## src/hdl/iq_pkg.sv

```systemverilog
/*
  Instruction queue definitions.
  Sizes, entry and flush structs, pointer and count types, and the lane
  count helper shared by the two-thread instruction queue.
*/
package iq_pkg;

  localparam int IQ_INSTR_W     = 80;
  localparam int IQ_INFO_W      = 8;
  localparam int IQ_WR_LANES    = 4;
  localparam int IQ_RD_LANES    = 3;
  localparam int IQ_DEPTH       = 16;
  localparam int IQ_PTR_W       = 4;
  localparam int IQ_CNT_W       = 5;
  localparam int IQ_STALL_LIMIT = IQ_DEPTH - IQ_WR_LANES; // room for one more full group.

  typedef struct packed {
    logic [IQ_INSTR_W-1:0] instr;
    logic [IQ_INFO_W-1:0]  info;
  } iq_entry_t;

  typedef struct packed {
    logic valid;
    logic thread;
  } iq_flush_t;

  typedef logic [IQ_PTR_W-1:0] iq_ptr_t;
  typedef logic [IQ_CNT_W-1:0] iq_cnt_t;

  // number of lanes set in a mask; narrower masks are zero extended.
  function automatic iq_cnt_t lane_count(input logic [IQ_WR_LANES-1:0] mask);
    iq_cnt_t n;
    n = '0;
    for (int i = 0; i < IQ_WR_LANES; i++) begin
      n = n + iq_cnt_t'(mask[i]);
    end
    return n;
  endfunction

endpackage
```

## src/hdl/iq_occupancy.sv

```systemverilog
/*
  Queue occupancy tracking.
  Keeps a busy count per thread, raises the front-end stall for the
  write thread and reports per-lane availability for the read thread.
*/
module iq_occupancy (
  input  logic                           clk,
  input  logic                           rst,
  input  logic                           wr_go,
  input  logic                           wr_thread,
  input  logic [iq_pkg::IQ_WR_LANES-1:0] wr_mask,
  input  logic                           rd_go,
  input  logic                           rd_thread,
  input  logic [iq_pkg::IQ_RD_LANES-1:0] rd_mask,
  input  iq_pkg::iq_flush_t              flush,
  output logic                           stall,
  output logic [iq_pkg::IQ_RD_LANES-1:0] avail
);
  import iq_pkg::*;

  iq_cnt_t cnt_q [2];
  iq_cnt_t cnt_d [2];
  iq_cnt_t wr_num;
  iq_cnt_t rd_num;

  assign wr_num = lane_count(wr_mask);
  assign rd_num = lane_count(IQ_WR_LANES'(rd_mask));

  // writes and pops of the same thread combine in one update.
  always_comb begin
    for (int t = 0; t < 2; t++) begin
      cnt_d[t] = cnt_q[t];
      if (wr_go && wr_thread == 1'(t)) begin
        cnt_d[t] = cnt_d[t] + wr_num;
      end
      if (rd_go && rd_thread == 1'(t)) begin
        cnt_d[t] = cnt_d[t] - rd_num;
      end
    end
  end

  always_ff @(posedge clk) begin
    if (rst) begin
      cnt_q[0] <= '0;
      cnt_q[1] <= '0;
    end else begin
      for (int t = 0; t < 2; t++) begin
        if (flush.valid && flush.thread == 1'(t)) begin
          cnt_q[t] <= '0; // flush wins over traffic to the same thread.
        end else begin
          cnt_q[t] <= cnt_d[t];
        end
      end
    end
  end

  assign stall = cnt_q[wr_thread] > iq_cnt_t'(IQ_STALL_LIMIT);

  always_comb begin
    for (int i = 0; i < IQ_RD_LANES; i++) begin
      avail[i] = cnt_q[rd_thread] > iq_cnt_t'(i);
    end
  end

  a_pop_within_avail: assert property (@(posedge clk) disable iff (rst)
    rd_go |-> ((rd_mask & ~avail) == '0));

  // the stall threshold must keep both counts within the store.
  a_count_bounded: assert property (@(posedge clk) disable iff (rst)
    (cnt_q[0] <= iq_cnt_t'(IQ_DEPTH)) && (cnt_q[1] <= iq_cnt_t'(IQ_DEPTH)));

endmodule

```

## config.mk

```make
export PLATFORM = sky130hd
export DESIGN_NAME = iq_occupancy
export DESIGN_NICKNAME = d
export VERILOG_FILES = /design/src/hdl/iq_pkg.sv /design/src/hdl/iq_occupancy.sv
export SDC_FILE = /design/constraint.sdc
export NUM_CORES = 1
export LEC_CHECK = 0
export BUFFER_PORTS_ARGS = -buffer_cell sky130_fd_sc_hd__buf_2
export CAP_MARGIN = 0
export CORE_MARGIN = 3
export CORE_UTILIZATION = 40
export CTS_BUF_LIST = sky130_fd_sc_hd__clkbuf_16
export DETAILED_ROUTE_END_ITERATION = 10
export SYNTH_ARGS = -nofsm -noshare
export SYNTH_HDL_FRONTEND = slang
export SYNTH_SLANG_ARGS = --single-unit
```

## constraint.sdc

```tcl
create_clock -name clk -period 4.6 [get_ports clk]
set_clock_uncertainty 0.2 [all_clocks]
set_input_delay 0.46 -clock clk [delete_from_list [all_inputs] [get_ports clk]]
set_output_delay 0.46 -clock clk [all_outputs]
set_load 0.02 [all_outputs]
```

# Yosys cells after proc, flatten, opt, wreduce, memory -nomap -nowiden
# Memory sizes are Yosys's and may differ from the RTL's.
# Index checks and enable logic that the tools add are counted.
# W data, S select, Z words.
[totals]
reg_bits = 0
ramBits = 10
input_bits = 15
out_inout_bits = 4
mem_count = 1
[classes]
addsub = 9
magnitude_cmp = 4
mux = 22
bitwise = 7
reduce_logical = 6
[mem_list]
columns = ["memory", "words", "word_bits", "read_ports", "rd_ports_with_merged_regs", "wr", "line_no", "source"]
rows = [
  ["cnt_q", 2, 5, 4, 0, 2, "iq_occupancy.sv:21", "iq_cnt_t cnt_q [2];"],
]
[op_table]
columns = ["op", "n"]
rows = [
  ["$mux W5", 8],
  ["$mux W1", 14],
  ["$add A5 B4 Y5", 2],
  ["$gt A5 B1 Y1 const B", 2],
  ["$sub A5 B3 Y5", 2],
  ["$add A2 B1 Y3", 2],
  ["$logic_and A1 B1 Y1", 6],
  ["$gt A5 B2 Y1 const B", 1],
  ["$gt A5 B4 Y1 const B", 1],
  ["$add A1 B1 Y2", 2],
  ["$add A3 B1 Y4", 1],
  ["$or A1 B1 Y1", 4],
  ["$not A1 Y1", 3],
]

# Longest topological paths before layout
[logic_depth]
word_depth = 8
depth_mapped = 12

# Worst setup path before layout
# Ideal clock, no wire load.
[synth_path]
kind = "input to register"
from = "input port wr_mask[0] (netlist bit)"
to = "memory cnt_q[0][4] (netlist bit) (data pin)"
arrival_ps = 3119
required_time_ps = 4138
setup_slack_ps = 1018
stages = 11
cell_sequence = "fa_1 -> ha_1 -> ha_1 -> inv_1 -> fa_1 -> o21ai_0 -> fa_1 -> nor2_1 -> nand3_1 -> nor3_1 -> nor3b_2"
[synth_lines]
columns = ["item", "line_no", "source"]
rows = [
  ["start, declared", "iq_occupancy.sv:11", "input logic [iq_pkg::IQ_WR_LANES-1:0] wr_mask,"],
  ["end, declared", "iq_occupancy.sv:21", ""],
]

==> metrics.md <==
| Metric | Value |
|---|---|
| Largest net degree at the start of global routing | 10 |
| Post-Route M1 WL | 1.23 mm |
| Detail Placement HPWL | 2.07 mm |
| Cell taking the most area after synthesis | edfxtp_1 |
| Most frequent cell after synthesis | ha_1 |
| R2R setup slack | 1.62 ns |
| CTS tree | yes |
| Synth Area in Compound Gates | 16.4% |
| Total GRT Usage | 14.5% |
| Final non-filler cell total | 198 |
| Top post-synthesis cells by area | edfxtp_1, ha_1, fa_1 |
| Max reg flops | 10 |
| Met2 WL | 1.08 mm |
| Slew at the pin closest to its max-slew limit | 0.515 ns |
| Register bank with the most flops | cnt_q |
| Status | complete, no violations |
| Share of layout cells above drive strength 1 | 19.9% |
| Syn Inst Count | 131 |
| Hold Fails Final Rpt | 0 |
| Max_slew headroom | 65.3% |
| Placed instance area | 0.00140 sq mm |
| Commonest cells in the synthesized netlist | ha_1, edfxtp_1, inv_1 |
| Die area | 0.00390 sq mm |
| Most frequent CP cell | ha_1 |
| Worst path arrival time | 3.53 ns |
| Seq/Total Area, Yosys | 23.6% |
| Core Region | 0.00290 sq mm |
| Top sig layer | met4 |
| Min-Delay Path Class | in2reg |
| First-pass GRT wire length | 4.67 mm |
| Main synth FF type | edfxtp_1 |
| CP max stage delay | 0.47 ns |
| # DRC | 0 |
| CTS root buf | clkbuf_16 |
| Adder-Cell Fraction of Synth Area | 20.2% |
| Vias in the first global route | 1028 |
| Final min period | 3.75 ns |
| Comb pwr share | 35.4% |
| Largest regs | cnt_q: 10 flops |
| Yosys reg bits | 10 |
| Sink Count | 10 |
| Share of the synthesized area in the top cell type | 23.6% |
| Die X | 62.5 um |
| Remaining global-route overflow | 0 |
| Initial DRC Count | 60 |
| Seq pwr share | 29.0% |
| Wire length per cell | 12.3 um |
| I/O Buffers | 18 |
| Synth-to-Final Area Change | 16.2% |
| Sw Ratio | 30.9% |
| Clock Power Share | 35.6% |
| Max_cap viols | 0 |
| Met3 wire len | 91 um |
| WHS Path Cells | 3 |
| IR drop worst, VDD | 0.113 mV |
| Crit path max-delay family | adder cells |
| WP buf/inv | 2 |
| CTS resizes | 0 |
| Pins over their slew limit | 0 |
| Simple-gate share of the synthesized area | 24.0% |
| Worst path required time | 4.38 ns |
| Slowest CP cell | fa_1 |
| Post-Syn Area | 0.00127 sq mm |
| Routed via count | 1023 |
| RSZ-0062 raised after global routing | false |
| Syn. warnings | 0 |
| Post-CTS Setup Inserts | 0 |
| Num rows | 19 |
| Worst-path clk slew | 0.04 ns |
| Crit path cell chain | buf_2, fa_1, ha_1, ha_1, inv_1, fa_1, o21ai_0, ha_1, a211oi_1, nand3_1, xor2_1, nor2_1 |
| Synth cell types | 48 |
| Critical path depth | 12 |
| Crit path kind | in2reg |
| Antenna violations before repair | 0 |
| Initial Utilization | 44.0% |
| CTS buffer count | 3 |
| Fmax | 267 MHz |
| Die height | 62.5 um |
| Internal power | 295 uW |
| Crit path launch type | input pin |
| Clock Path Buffers | 2 |
| Post-synthesis mux area share | 4.81% |
| # setup viols final | 0 |
| Final Net Count | 189 |
| Post-Route WL | 2.43 mm |
| Largest family of logic cells by synthesized area | simple AND/OR/NAND/NOR gates |
| Maximum fanout along the worst path | 4 |
| Final ANT Viol Nets | 0 |
| Mean Syn Cell Area | 9.73 sq um |
| Final instance area | 0.00148 sq mm |
| H-Tree Depth | 1 |
| Post-CTS Hold Fix Bufs | 0 |
| Placed cell count | 194 |
| Hold Path End | cnt_q[1][1] |
| Pleak | 0.642 nW |
| Hold wc startpoint | rd_go |
| Crit end category | register |
| Routability cong. | 0.814 |
| Finished Core Util | 51.1% |
| P_sw | 132 uW |
| Setup TNS | 0 ns |
| Xor and xnor area share after synthesis | 4.81% |
| Cell Pwr Density | 288 mW/mm^2 |
| Tcrit/Tclk final | 81.5% |
| TritonRoute pass-1 iters | 4 |
| Asr flop ratio synth | 0% |
| Number of synthesized flops with an enable pin | 10 |
| Crit Reg-Reg Startpoint | cnt_q[0][0] |
| FF-to-FF path depth | 9 |
| Vias per inst | 5.17 |
| Critical R2R Capture | cnt_q[0][3] |
| Clk Latency, worst-skew pair | 0.23 ns |
| Io pins | 19 |
| Antenna Cells | 0 |
## cell usage in the layout, fill, tap and decap left out, drive strengths merged, types with 3 or more instances in the layout
| cell | netlist | final |
|---|---|---|
| a21oi | 6 | 6 |
| mux2i | 5 | 5 |
| buf | 3 | 18 |
| nand3 | 4 | 4 |
| nor3 | 5 | 5 |
| a211oi | 4 | 4 |
| or3 | 3 | 3 |
| ha | 11 | 11 |
| fa | 6 | 6 |
| xnor2 | 5 | 5 |
| inv | 7 | 7 |
| nor2 | 6 | 6 |
| a21o | 3 | 3 |
| nand2 | 7 | 7 |
| nand2b | 4 | 4 |
| o21ai | 5 | 5 |
| conb | 1 | 10 |
| and3 | 4 | 4 |
| clkbuf | 3 | 3 |
| edfxtp | 10 | 10 |
## worst max-delay path by stage
stage                           from           to  slack, ns
final                     wr_mask[0]  cnt_q[0][3]       0.85
after global routing      wr_mask[0]  cnt_q[0][4]       0.59
after CTS                 wr_mask[0]  cnt_q[0][3]       0.83
after detailed placement  wr_mask[0]  cnt_q[0][3]       0.61
after global placement    wr_mask[0]  cnt_q[0][3]       0.66
after floorplan           wr_mask[0]  cnt_q[0][4]       1.02
## final cells by class
cell class                 instances  area [sq um]
inverter                           7          26.3
tap                               42          52.6
timing repair buffer              18          90.1
clock buffer                       3          75.1
fill                             280          1420
multi-input combinational        117           933
clock inverter                     1          3.75
sequential                        10           300
## stage by stage
stage	setup WS [ns]	hold WS [ns]	total power [mW]
2_1_floorplan	1.02	0.535	0.242
3_3_place_gp	0.662	0.607	0.272
3_5_place_dp	0.611	0.631	0.276
4_1_cts	0.828	0.511	0.431
5_1_grt	0.588	0.553	0.460
6_report	0.851	0.508	0.427
## worst min-delay path: cells and delay by family
kind	cells	cell delay [ns]
buffers and inverters	1	0.13
and+or+nand+nor	1	0.10
AOI/OAI and AO/OA	1	0.08
## metal layers
layer / vias up / track usage, %
met3: 2 / 1.98
met4: 0 / 6.61
met5: - / 0
met2: 20 / 22.1
met1: 471 / 20.2
li1: 530 / -
## logic make-up after synthesis
family | count (synthesis)
compound gates | 28
xor+xnor | 7
fa+ha+maj | 17
buf+inv | 13
flops | 10
mux | 6
other cells | 1
simple gates | 49
## power by group through the flow
stage          logic [mW]  registers [mW]  clock network, mW
5_1_grt             0.176           0.125              0.158
3_5_place_dp        0.151           0.125                  0
2_1_floorplan       0.124           0.118                  0
3_3_place_gp        0.147           0.125                  0
4_1_cts             0.152           0.124              0.155
6_report            0.151           0.124              0.152
Note: power is estimated with default switching activity, not from simulation.
