## src/hdl/iq_pkg.sv

```systemverilog
/*
  Instruction queue definitions.
  Sizes, entry and flush structs, pointer and count types, and the lane
  count helper shared by the two-thread instruction queue.
*/
package iq_pkg;

  localparam int IQ_INSTR_W     = 80;
  localparam int IQ_INFO_W      = 8;
  localparam int IQ_WR_LANES    = 4;
  localparam int IQ_RD_LANES    = 3;
  localparam int IQ_DEPTH       = 16;
  localparam int IQ_PTR_W       = 4;
  localparam int IQ_CNT_W       = 5;
  localparam int IQ_STALL_LIMIT = IQ_DEPTH - IQ_WR_LANES; // room for one more full group.

  typedef struct packed {
    logic [IQ_INSTR_W-1:0] instr;
    logic [IQ_INFO_W-1:0]  info;
  } iq_entry_t;

  typedef struct packed {
    logic valid;
    logic thread;
  } iq_flush_t;

  typedef logic [IQ_PTR_W-1:0] iq_ptr_t;
  typedef logic [IQ_CNT_W-1:0] iq_cnt_t;

  // number of lanes set in a mask; narrower masks are zero extended.
  function automatic iq_cnt_t lane_count(input logic [IQ_WR_LANES-1:0] mask);
    iq_cnt_t n;
    n = '0;
    for (int i = 0; i < IQ_WR_LANES; i++) begin
      n = n + iq_cnt_t'(mask[i]);
    end
    return n;
  endfunction

endpackage
```

## src/hdl/iq_ring_ptr.sv

```systemverilog
/*
  Per-thread ring pointers.
  One pointer per thread, advanced by the number of lanes used and
  cleared by a flush of that thread. The selected thread's pointer is
  presented combinationally.
*/
module iq_ring_ptr #(
  parameter int LANES = 4
) (
  input  logic               clk,
  input  logic               rst,
  input  logic               advance,
  input  logic               thread,
  input  logic [LANES-1:0]   mask,
  input  iq_pkg::iq_flush_t  flush,
  output iq_pkg::iq_ptr_t    ptr
);
  import iq_pkg::*;

  iq_ptr_t ptr_q [2];
  iq_ptr_t step;

  assign step = iq_ptr_t'(lane_count(IQ_WR_LANES'(mask))); // at most four lanes.

  always_ff @(posedge clk) begin
    if (rst) begin
      ptr_q[0] <= '0;
      ptr_q[1] <= '0;
    end else begin
      for (int t = 0; t < 2; t++) begin
        if (flush.valid && flush.thread == 1'(t)) begin
          ptr_q[t] <= '0;
        end else if (advance && thread == 1'(t)) begin
          ptr_q[t] <= ptr_q[t] + step; // wraps at the power-of-two depth.
        end
      end
    end
  end

  assign ptr = ptr_q[thread];

endmodule

```

## config.mk

```make
export PLATFORM = sky130hd
export DESIGN_NAME = iq_ring_ptr
export DESIGN_NICKNAME = d
export VERILOG_FILES = /design/src/hdl/iq_pkg.sv /design/src/hdl/iq_ring_ptr.sv
export SDC_FILE = /design/constraint.sdc
export NUM_CORES = 1
export LEC_CHECK = 0
export BUFFER_PORTS_ARGS = -buffer_cell sky130_fd_sc_hd__buf_2
export CELL_PAD_IN_SITES_DETAIL_PLACEMENT = 0
export CELL_PAD_IN_SITES_GLOBAL_PLACEMENT = 2
export CORE_MARGIN = 4
export CORE_UTILIZATION = 30
export CTS_CLUSTER_SIZE = 14
export DETAILED_ROUTE_END_ITERATION = 8
export PLACE_DENSITY_LB_ADDON = 0.1
export SETUP_SLACK_MARGIN = 0.3
export SLEW_MARGIN = 20
export SYNTH_ARGS = -nofsm -noshare
export SYNTH_HDL_FRONTEND = slang
export SYNTH_SLANG_ARGS = --single-unit
```

## constraint.sdc

```tcl
create_clock -name clk -period 2.49 [get_ports clk]
set_input_delay 0.6225 -clock clk [delete_from_list [all_inputs] [get_ports clk]]
set_output_delay 0.6225 -clock clk [all_outputs]
set_load 0.005 [all_outputs]
```

### Yosys cells after proc, flatten, opt, wreduce, memory -nomap -nowiden

Memory sizes are Yosys's and may differ from the RTL's.
Index checks and enable logic that the tools add are counted.

* bitwise gates (word level): 6
* reduce and logical (&&, ||, !) cells: 4
* mux-type cells: 20
* add/sub/neg operators: 5

Operator list (count)
* 2-to-1 mux 1 bit: 16
* 2-to-1 mux 4 bit: 4
* adder 4 bit: 2
* adder 3 x 1 -> 4 bit: 1
* logical AND 1 bit: 4
* bitwise OR 1 bit: 4
* adder 2 x 1 -> 3 bit: 1
* adder 1 x 1 -> 2 bit: 1
* inverter 1 bit: 2

* output and inout bits: 4
* RAM bits: 8
* register bits: 0
* memories: 1
* word-level logic and storage cells: 36

Memory list
* ptr_q: depth 2, width 4, read ports 3, clocked after memory_dff 0, wr ports 2, RTL line iq_ring_ptr.sv:20 `iq_ptr_t ptr_q [2];`

### Depth between registers and ports, before layout

Gate-level depths: netlist of the first run.

* depth in word-level cells: 7
* mapped depth: 9

### Worst setup path before layout of the first run

OpenSTA, ideal clock, no wires.

* path kind: input port to flip-flop
* start point: input mask[0]
* end point: memory ptr_q[1][2] (netlist bit) (data pin)
* arrival time: 2.441 ns
* path slack: -0.206 ns
* stages on the path: 8
* cells stage by stage: inv_1 -> fa_1 -> inv_1 -> ha_1 -> ha_1 -> fa_1 -> xor2_1 -> and2_1

RTL lines
* start, declared: RTL line iq_ring_ptr.sv:14 `input logic [LANES-1:0] mask,`
* end, declared: RTL line iq_ring_ptr.sv:20

==> impl_metrics.csv, run 1 <==
group,metric,value,unit
status,status,"complete, no violations",
clock_network,cts_hold_repair.buffers,0,
clock_network,cts-root-to-sink-buffers,2,
setup_path,cp.arrival,2.51,ns
floorplanning,design.die.area,3110,sq um
cells_and_area,fill_cells,227,
floorplanning,core,2190,sq um
route,post_drt_wl_per_cell,12.9,um
sta,clock-skew-final,0.000110,ns
setup_path,cp_common_cell,"sky130_fd_sc_hd__ha_4",
synth,synthFlopType,"sky130_fd_sc_hd__edfxtp_1",
synth,synth_top_cells_by_area,"sky130_fd_sc_hd__edfxtp_1, sky130_fd_sc_hd__ha_1, sky130_fd_sc_hd__fa_1, sky130_fd_sc_hd__inv_1, sky130_fd_sc_hd__xor2_1",
cells_and_area,largest_register_ff_count,8,
synth,synth.yosys.seq_area_share,35.1,%
global_routing,grt_remaining_overflow,0,
synth,synth_seq_cells,8,
pwr,irDropWorstVdd,193,uV
sta,finalWorstPathRequiredPeriod,2.41,ns
min_path,worst_hold_path_startpoint,"ptr_q[1][3]$_SDFFCE_PN0P_",
synth,netlist_area,684,sq um
cells_and_area,antennaDiodeCount,0,
clock_network,clock_pin_slew_worst_setup_and_hold_paths,0.06,ns
global_routing,grt_util_all_layers,10.1,%
route,vias_per_cell,4.69,
route,drc,0,
cells_and_area,area_growth_syn_to_layout,34.7,%
placed_design,dp_slack,-0.280,ns
synth,synth-edff-count,8,
setup_path,r2r-start,"ptr_q[1][0]$_SDFFCE_PN0P_",
floorplanning,placement_rows,17,
sta,fin_hold_ws,0.715,ns
setup_path,crit_path_end_kind,"flop",
sta,timing.final.ws_setup,0.0771,ns
route,drt_pass1_iterations,4,
sta,max_freq,414,MHz
clock_network,tritoncts_num_sinks,8,
cells_and_area,top_regs,"ptr_q: 8 flops",
setup_path,r2r_cells,4,
synth,ys_async_sr_fraction,0,%
setup_path,timing_worst_setup_path_type,"in2reg",
setup_path,cell_class_contributing_the_biggest_share_of_worst_path_delay,"adder cells",
cells_and_area,finalInstanceArea,922,sq um
route,met2_length,638,um
setup_path,worst-path-max-fanout,4,
min_path,hold-path-endpoint,"ptr_q[1][3]$_SDFFCE_PN0P_",
route,detail_route.wirelength,1380,um
setup_path,critPathBufInv,3,
cells_and_area,final_net_count,101,
setup_path,cp.required,2.59,ns
synth,synth_area_per_cell,10.9,sq um
clock_network,numCtsBuffers,3,
floorplanning,pin_count,14,
synth,number_of_nets_produced_by_synthesis,83,
sta,max-slew-margin-rel,81.5,%
sta,rsz_0062_raised_after_global_routing,"yes",
setup_path,crit_path_cell_trace,"buf_6 > inv_2 > fa_1 > inv_2 > ha_4 > ha_4 > ha_4 > a21o_1 > a22oi_2 > mux2i_1",
floorplanning,die_w,55.8,um
setup_path,cpPeakStageDelay,0.54,ns
sta,tightest_slew,0.276,ns
global_routing,grt_pass1_wl,2400,um
setup_path,rr_endpoint,"ptr_q[1][2]$_SDFFCE_PN0P_",
global_routing,grt_max_degree,14,
floorplanning,chipHeight,55.8,um
synth,yosys_warnings,0,
placed_design,post-dp-hpwl,1120,um
synth,synth.lib_cells_used.distinct,25,
placed_design,place_congestion,0.641,
global_routing,grt_pass1_vias,573,
pwr,leakage_power_total,0.420,nW
synth,post-synth-top-area-fraction,35.1,%
pwr,overall_power,433,uW
route,highest_metal_layer_used_by_the_detailed_router,"met4",
flow_run,timing.max_cap.violations,0,
setup_path,cpMaxStageDelayCell,"sky130_fd_sc_hd__fa_1",
route,m1WireLength,614,um
cells_and_area,layout-drive-gt1-share,48.1,%
setup_path,start_kind,"input pin",
synth,synth_largest_area_cell,"sky130_fd_sc_hd__edfxtp_1",
route,antenna_left,0,
synth,netlist_top_cells_count,"sky130_fd_sc_hd__inv_1, sky130_fd_sc_hd__edfxtp_1, sky130_fd_sc_hd__ha_1",
clock_network,cts_max_level,1,
global_routing,grt_antenna_before_repair,0,
route,wl_met3,101,um
synth,post_synth_inst_count,63,
placed_design,dpl_cell_area,865,sq um
min_path,worst_hold_path_type,"reg2reg",
sta,timing.final.crit_share,96.9,%
clock_network,tritoncts,"built",
sta,final_hold_viol_count,0,
synth,cell_with_the_most_instances_after_synthesis,"sky130_fd_sc_hd__inv_1",
placed_design,port_buffers,13,
cells_and_area,largest_register,"ptr_q",
sta,setup_violations,0,
clock_network,root_buffer,"sky130_fd_sc_hd__clkbuf_4",
route,initialDrtViolationCount,5,
min_path,hold_path_depth,2,
setup_path,reg2reg_slack,0.99,ns
sta,timing.final.max_slew_violations,0,
pwr,power_per_cell_area,470,nW/um^2
clock_network,worstSkewPairLatency,0.26,ns
route,vias,502,
floorplanning,initial_core_util,31.2,%
[kinds of logic (layout without fill, tap and decap cells)]
kind of cell / count (synthesis) / after routing / share of synthesized area (%)
AOI/OAI and AO/OA: 7 / 7 / 7.31
xor gates and xnor gates: 4 / 4 / 5.12
adders and majority gates: 10 / 10 / 21.6
buffers and inverters: 11 / 27 / 6.22
DFF: 8 / 8 / 35.1
muxes: 5 / 5 / 7.86
and+or+nand+nor: 18 / 18 / 16.8
[stage by stage]
stage	std cells	TNS, ns	util (%)
2_1_floorplan	63	-0.0479	-
3_3_place_gp	103	-1.43	39.5
3_5_place_dp	103	-1.41	39.5
4_1_cts	107	0	41.8
5_1_grt	107	0	42.1
6_report	107	0	42.1
[where the power goes]
group | switching (mW) | total, mW | internal [mW]
logic | 0.0747 | 0.157 | 0.0824
registers | 0.0118 | 0.173 | 0.161
clock network | 0.0477 | 0.103 | 0.0554
[area by class of cell]
cell class / count / area (sq um) / area share [%]
multi-input combinational: 44 / 494 / 53.6
sequential: 8 / 240 / 26.1
timing repair buffer: 14 / 85.1 / 9.23
inverter: 10 / 45.0 / 4.88
tap: 28 / 35.0 / 3.80
clock buffer: 3 / 22.5 / 2.44
[timing repair]
action,4_1_cts,5_1_grt
hold endpoints to repair,0,0
pin swaps,7,6
buffers inserted,1,0
endpoints found under the setup margin,6,6
gates cloned,0,0
gates resized for setup,5,2
[per-layer routing]
| metal | track usage, % | vias to the layer above |
|---|---|---|
| met4 | 7.29 | 0 |
| met5 | 0 | - |
| met3 | 3.02 | 4 |
| li1 | - | 252 |
| met1 | 11.4 | 229 |
| met2 | 15.9 | 17 |
[worst max path at each step]
stage            start                   endpoint  slack, ns  cells after the start
2_1_floorplan  mask[3]  ptr_q[0][3]$_SDFFCE_PN0P_      -0.02                      9
3_3_place_gp   mask[3]  ptr_q[0][3]$_SDFFCE_PN0P_      -0.27                     10
3_5_place_dp   mask[3]  ptr_q[1][3]$_SDFFCE_PN0P_      -0.28                     10
4_1_cts        mask[0]  ptr_q[0][3]$_SDFFCE_PN0P_       0.05                     10
5_1_grt        mask[0]  ptr_q[1][3]$_SDFFCE_PN0P_       0.01                     10
6_report       mask[0]  ptr_q[0][3]$_SDFFCE_PN0P_       0.08                     10
[tightest hold or removal path, delay by kind of cell, from the launching register on]
family | cells | cell delay (ns)
multiplexers | 1 | 0.13
flip-flops | 1 | 0.37
AND/OR/NAND/NOR | 1 | 0.09
[layout by cell type (no fill, tap or decap)]
master / instances
sky130_fd_sc_hd__nor2b_4: 1
sky130_fd_sc_hd__or4_1: 1
sky130_fd_sc_hd__inv_8: 1
sky130_fd_sc_hd__a21o_1: 2
sky130_fd_sc_hd__a211o_2: 1
sky130_fd_sc_hd__nand4_1: 1
sky130_fd_sc_hd__ha_4: 6
sky130_fd_sc_hd__and2_4: 1
sky130_fd_sc_hd__nand2_1: 3
sky130_fd_sc_hd__and2b_2: 1
sky130_fd_sc_hd__fa_2: 2
sky130_fd_sc_hd__and3_1: 1
sky130_fd_sc_hd__buf_2: 11
sky130_fd_sc_hd__mux2i_1: 2
sky130_fd_sc_hd__buf_6: 2
sky130_fd_sc_hd__mux2_2: 3
sky130_fd_sc_hd__inv_1: 6
sky130_fd_sc_hd__a22oi_2: 2
sky130_fd_sc_hd__or3_1: 1
sky130_fd_sc_hd__buf_4: 1
sky130_fd_sc_hd__or4b_1: 1
sky130_fd_sc_hd__and2_1: 2
sky130_fd_sc_hd__a21oi_1: 1
sky130_fd_sc_hd__fa_1: 1
sky130_fd_sc_hd__o21ai_0: 1
sky130_fd_sc_hd__nand4b_1: 1
sky130_fd_sc_hd__nand2b_1: 1
sky130_fd_sc_hd__ha_1: 1
sky130_fd_sc_hd__inv_2: 3
sky130_fd_sc_hd__clkbuf_4: 3
sky130_fd_sc_hd__nor2_1: 3
sky130_fd_sc_hd__edfxtp_1: 8
sky130_fd_sc_hd__xor2_1: 4
(Power assumes the default switching activity.)
==> run 2: changes to the inputs <==
--- a/config.mk
+++ b/config.mk
@@ -5,11 +5,12 @@
 export SDC_FILE = /design/constraint.sdc
 export NUM_CORES = 1
 export LEC_CHECK = 0
+export ABC_AREA = 1
 export BUFFER_PORTS_ARGS = -buffer_cell sky130_fd_sc_hd__buf_2
 export CELL_PAD_IN_SITES_DETAIL_PLACEMENT = 0
 export CELL_PAD_IN_SITES_GLOBAL_PLACEMENT = 2
 export CORE_MARGIN = 4
-export CORE_UTILIZATION = 30
+export CORE_UTILIZATION = 27
 export CTS_CLUSTER_SIZE = 14
 export DETAILED_ROUTE_END_ITERATION = 8
 export PLACE_DENSITY_LB_ADDON = 0.1
==> impl_metrics.csv, run 2 <==
group,metric,value,unit
floorplanning,die_w,58.6,um
synth,number_of_nets_produced_by_synthesis,107,
floorplanning,design.die.area,3430,sq um
sta,rsz_0062_raised_after_global_routing,"yes",
setup_path,r2r-start,"ptr_q[0][0]$_SDFFCE_PN0P_",
pwr,power_per_cell_area,463,nW/um^2
clock_network,worstSkewPairLatency,0.25,ns
cells_and_area,antennaDiodeCount,0,
clock_network,clock_pin_slew_worst_setup_and_hold_paths,0.05,ns
synth,yosys_warnings,0,
synth,netlist_area,691,sq um
sta,setup_violations,0,
route,drc,0,
sta,tightest_slew,0.224,ns
synth,netlist_top_cells_count,"sky130_fd_sc_hd__nand2_1, sky130_fd_sc_hd__inv_1, sky130_fd_sc_hd__edfxtp_1",
pwr,irDropWorstVdd,285,uV
setup_path,crit_path_end_kind,"flop",
global_routing,grt_util_all_layers,9.59,%
setup_path,cp-startpoint,"mask[0]",
route,antenna_left,0,
floorplanning,placement_rows,18,
setup_path,cp.arrival,2.39,ns
floorplanning,chipHeight,58.6,um
route,initialDrtViolationCount,7,
synth,synth.lib_cells_used.distinct,15,
floorplanning,pin_count,14,
cells_and_area,top_regs,"ptr_q: 8 flops",
route,drt_pass1_iterations,2,
synth,synth.yosys.seq_area_share,34.8,%
route,vias,566,
pwr,leakage_power_total,0.440,nW
pwr,overall_power,428,uW
sta,max_freq,418,MHz
global_routing,grt_pass1_wl,2400,um
setup_path,cpPeakStageDelay,0.54,ns
setup_path,r2r_cells,5,
global_routing,grt_remaining_overflow,0,
global_routing,grt_pass1_vias,589,
setup_path,reg2reg_slack,1.08,ns
status,status,"complete, no violations",
synth,post-synth-top-area-fraction,34.8,%
setup_path,critPathBufInv,4,
route,post_drt_wl_per_cell,10.5,um
placed_design,post-dp-hpwl,1180,um
synth,synthFlopType,"sky130_fd_sc_hd__edfxtp_1",
route,vias_per_cell,4.19,
setup_path,timing_worst_setup_path_type,"in2reg",
synth,post_synth_inst_count,87,
placed_design,place_congestion,0.681,
synth,ys_async_sr_fraction,0,%
sta,timing.final.max_slew_violations,0,
clock_network,tritoncts_num_sinks,8,
sta,final_hold_viol_count,0,
sta,timing.final.crit_share,96.1,%
cells_and_area,layout_commonest_cell,"sky130_fd_sc_hd__nand2_1",
sta,finalWorstPathRequiredPeriod,2.39,ns
placed_design,port_buffers,13,
synth,synth_seq_cells,8,
setup_path,crit_path_cell_trace,"buf_8 > inv_4 > fa_1 > inv_2 > ha_4 > ha_4 > buf_6 > ha_4 > nand2_1 > nand2_1 > nand2_1 > nand3_1 > a21oi_2",
synth,synth-edff-count,8,
global_routing,grt_antenna_before_repair,0,
route,detail_route.wirelength,1420,um
setup_path,critical_path_depth,13,
sta,fin_hold_ws,0.694,ns
setup_path,rr_endpoint,"ptr_q[0][2]$_SDFFCE_PN0P_",
global_routing,grt_max_degree,10,
setup_path,start_kind,"input pin",
setup_path,worst-path-max-fanout,4,
clock_network,numCtsBuffers,3,
sta,clock-skew-final,0.000267,ns
synth,synth_area_per_cell,7.94,sq um
cells_and_area,largest_register_ff_count,8,
cells_and_area,largest_register,"ptr_q",
floorplanning,core,2450,sq um
synth,synth_top_cells_by_area,"sky130_fd_sc_hd__edfxtp_1, sky130_fd_sc_hd__nand2_1, sky130_fd_sc_hd__ha_1, sky130_fd_sc_hd__inv_1, sky130_fd_sc_hd__fa_1",
setup_path,cell_class_contributing_the_biggest_share_of_worst_path_delay,"adder cells",
sta,max-slew-margin-rel,85.0,%
cells_and_area,area_growth_syn_to_layout,33.9,%
synth,synth_largest_area_cell,"sky130_fd_sc_hd__edfxtp_1",
setup_path,cp.required,2.49,ns
min_path,worst_hold_path_type,"reg2reg",
floorplanning,initial_core_util,28.1,%
clock_network,cts_max_level,1,
synth,cell_with_the_most_instances_after_synthesis,"sky130_fd_sc_hd__nand2_1",
setup_path,timing.critical_path.to,"ptr_q[0][3]$_SDFFCE_PN0P_",
cells_and_area,layout-drive-gt1-share,33.3,%
flow_run,timing.max_cap.violations,0,
clock_network,tritoncts,"built",
setup_path,cpMaxStageDelayCell,"sky130_fd_sc_hd__fa_1",
clock_network,root_buffer,"sky130_fd_sc_hd__clkbuf_4",
cells_and_area,layout.cells.most_common_list,"sky130_fd_sc_hd__nand2_1, sky130_fd_sc_hd__inv_1, sky130_fd_sc_hd__buf_2, sky130_fd_sc_hd__edfxtp_1, sky130_fd_sc_hd__nor2_1",
clock_network,cts-root-to-sink-buffers,2,
cells_and_area,final_net_count,127,
## run 2: cell count changes after synthesis, moves of 2 or more
| cell | previous run | this run |
|---|---|---|
| sky130_fd_sc_hd__a21o_1 | 2 | 0 |
| sky130_fd_sc_hd__a22oi_1 | 2 | 0 |
| sky130_fd_sc_hd__and2_1 | 3 | 0 |
| sky130_fd_sc_hd__inv_1 | 10 | 22 |
| sky130_fd_sc_hd__mux2_2 | 3 | 1 |
| sky130_fd_sc_hd__mux2i_1 | 2 | 0 |
| sky130_fd_sc_hd__nand2_1 | 3 | 25 |
| sky130_fd_sc_hd__nand3_1 | 0 | 4 |
| sky130_fd_sc_hd__nor2_1 | 3 | 7 |
| sky130_fd_sc_hd__o21ai_0 | 1 | 3 |
| sky130_fd_sc_hd__xor2_1 | 4 | 0 |
## run 2: layer usage
metal  vias up  wire length, um  track usage [%]  share of wire, %
met5         -                0                0                 0
li1        305                -                -                 -
met4         0               21             5.83               1.5
met2        13              680             16.3                48
met3         2               78             2.41               5.5
met1       246              641             10.7                45
## run 2: worst reg2reg max path: stages, from the launching register on
cell and delay, ns:
sky130_fd_sc_hd__edfxtp_1 0.40, sky130_fd_sc_hd__ha_4 0.15, sky130_fd_sc_hd__inv_1 0.05, sky130_fd_sc_hd__fa_2 0.35, sky130_fd_sc_hd__or2_1 0.22, sky130_fd_sc_hd__a21oi_2 0.11
## run 2: worst min-delay path by stage
stage | from | to | slack (ns) | cells after the start
2_1_floorplan | ptr_q[0][3]$_SDFFCE_PN0P_ | ptr_q[0][3]$_SDFFCE_PN0P_ | 0.62 | 2
3_5_place_dp | ptr_q[0][3]$_SDFFCE_PN0P_ | ptr_q[0][3]$_SDFFCE_PN0P_ | 0.68 | 2
3_3_place_gp | ptr_q[0][3]$_SDFFCE_PN0P_ | ptr_q[0][3]$_SDFFCE_PN0P_ | 0.65 | 2
6_report | ptr_q[0][3]$_SDFFCE_PN0P_ | ptr_q[0][3]$_SDFFCE_PN0P_ | 0.69 | 3
5_1_grt | ptr_q[0][3]$_SDFFCE_PN0P_ | ptr_q[0][3]$_SDFFCE_PN0P_ | 0.73 | 2
4_1_cts | ptr_q[0][3]$_SDFFCE_PN0P_ | ptr_q[0][3]$_SDFFCE_PN0P_ | 0.69 | 2
## run 2: kinds of logic (layout without fill, tap and decap cells)
logic type	Yosys count	after routing	synth area share, %
compound gates	6	6	4.89
xor+xnor	1	1	1.27
fa+ha+maj	10	10	21.4
buf+inv	23	41	13.0
flops	8	8	34.8
mux	1	1	1.63
simple gates	38	38	23.0
## run 2: final cells by class
cell class,count,area [sq um]
clock buffer,3,22.5
fill,262,1530
inverter,22,92.6
multi-input combinational,56,424
sequential,8,240
tap,30,37.5
timing repair buffer,16,108
## run 2: metrics by stage
stage	setup TNS (ns)	cells	setup slack [ns]	instance area, sq um	util (%)
2_1_floorplan	0	87	0.0164	731	-
3_3_place_gp	-0.970	129	-0.191	826	33.6
3_5_place_dp	-1.03	129	-0.214	826	33.6
4_1_cts	0	134	0.0964	887	36.1
5_1_grt	0	135	0.0440	925	37.7
6_report	0	135	0.0972	925	37.7
## run 2: what timing repair did
| item | CTS | global route |
|---|---|---|
| pin swaps | 7 | 10 |
| buffers inserted | 2 | 1 |
| resized for setup | 6 | 7 |
| hold buffers | 0 | 0 |
| setup endpoints to repair | 6 | 6 |
## run 2: report_power, final
| part | switching, mW | leakage (nW) | internal (mW) |
|---|---|---|---|
| registers | 0.00944 | 0.0872 | 0.161 |
| logic | 0.0800 | 0.339 | 0.0808 |
| clock network | 0.0420 | 0.0138 | 0.0550 |
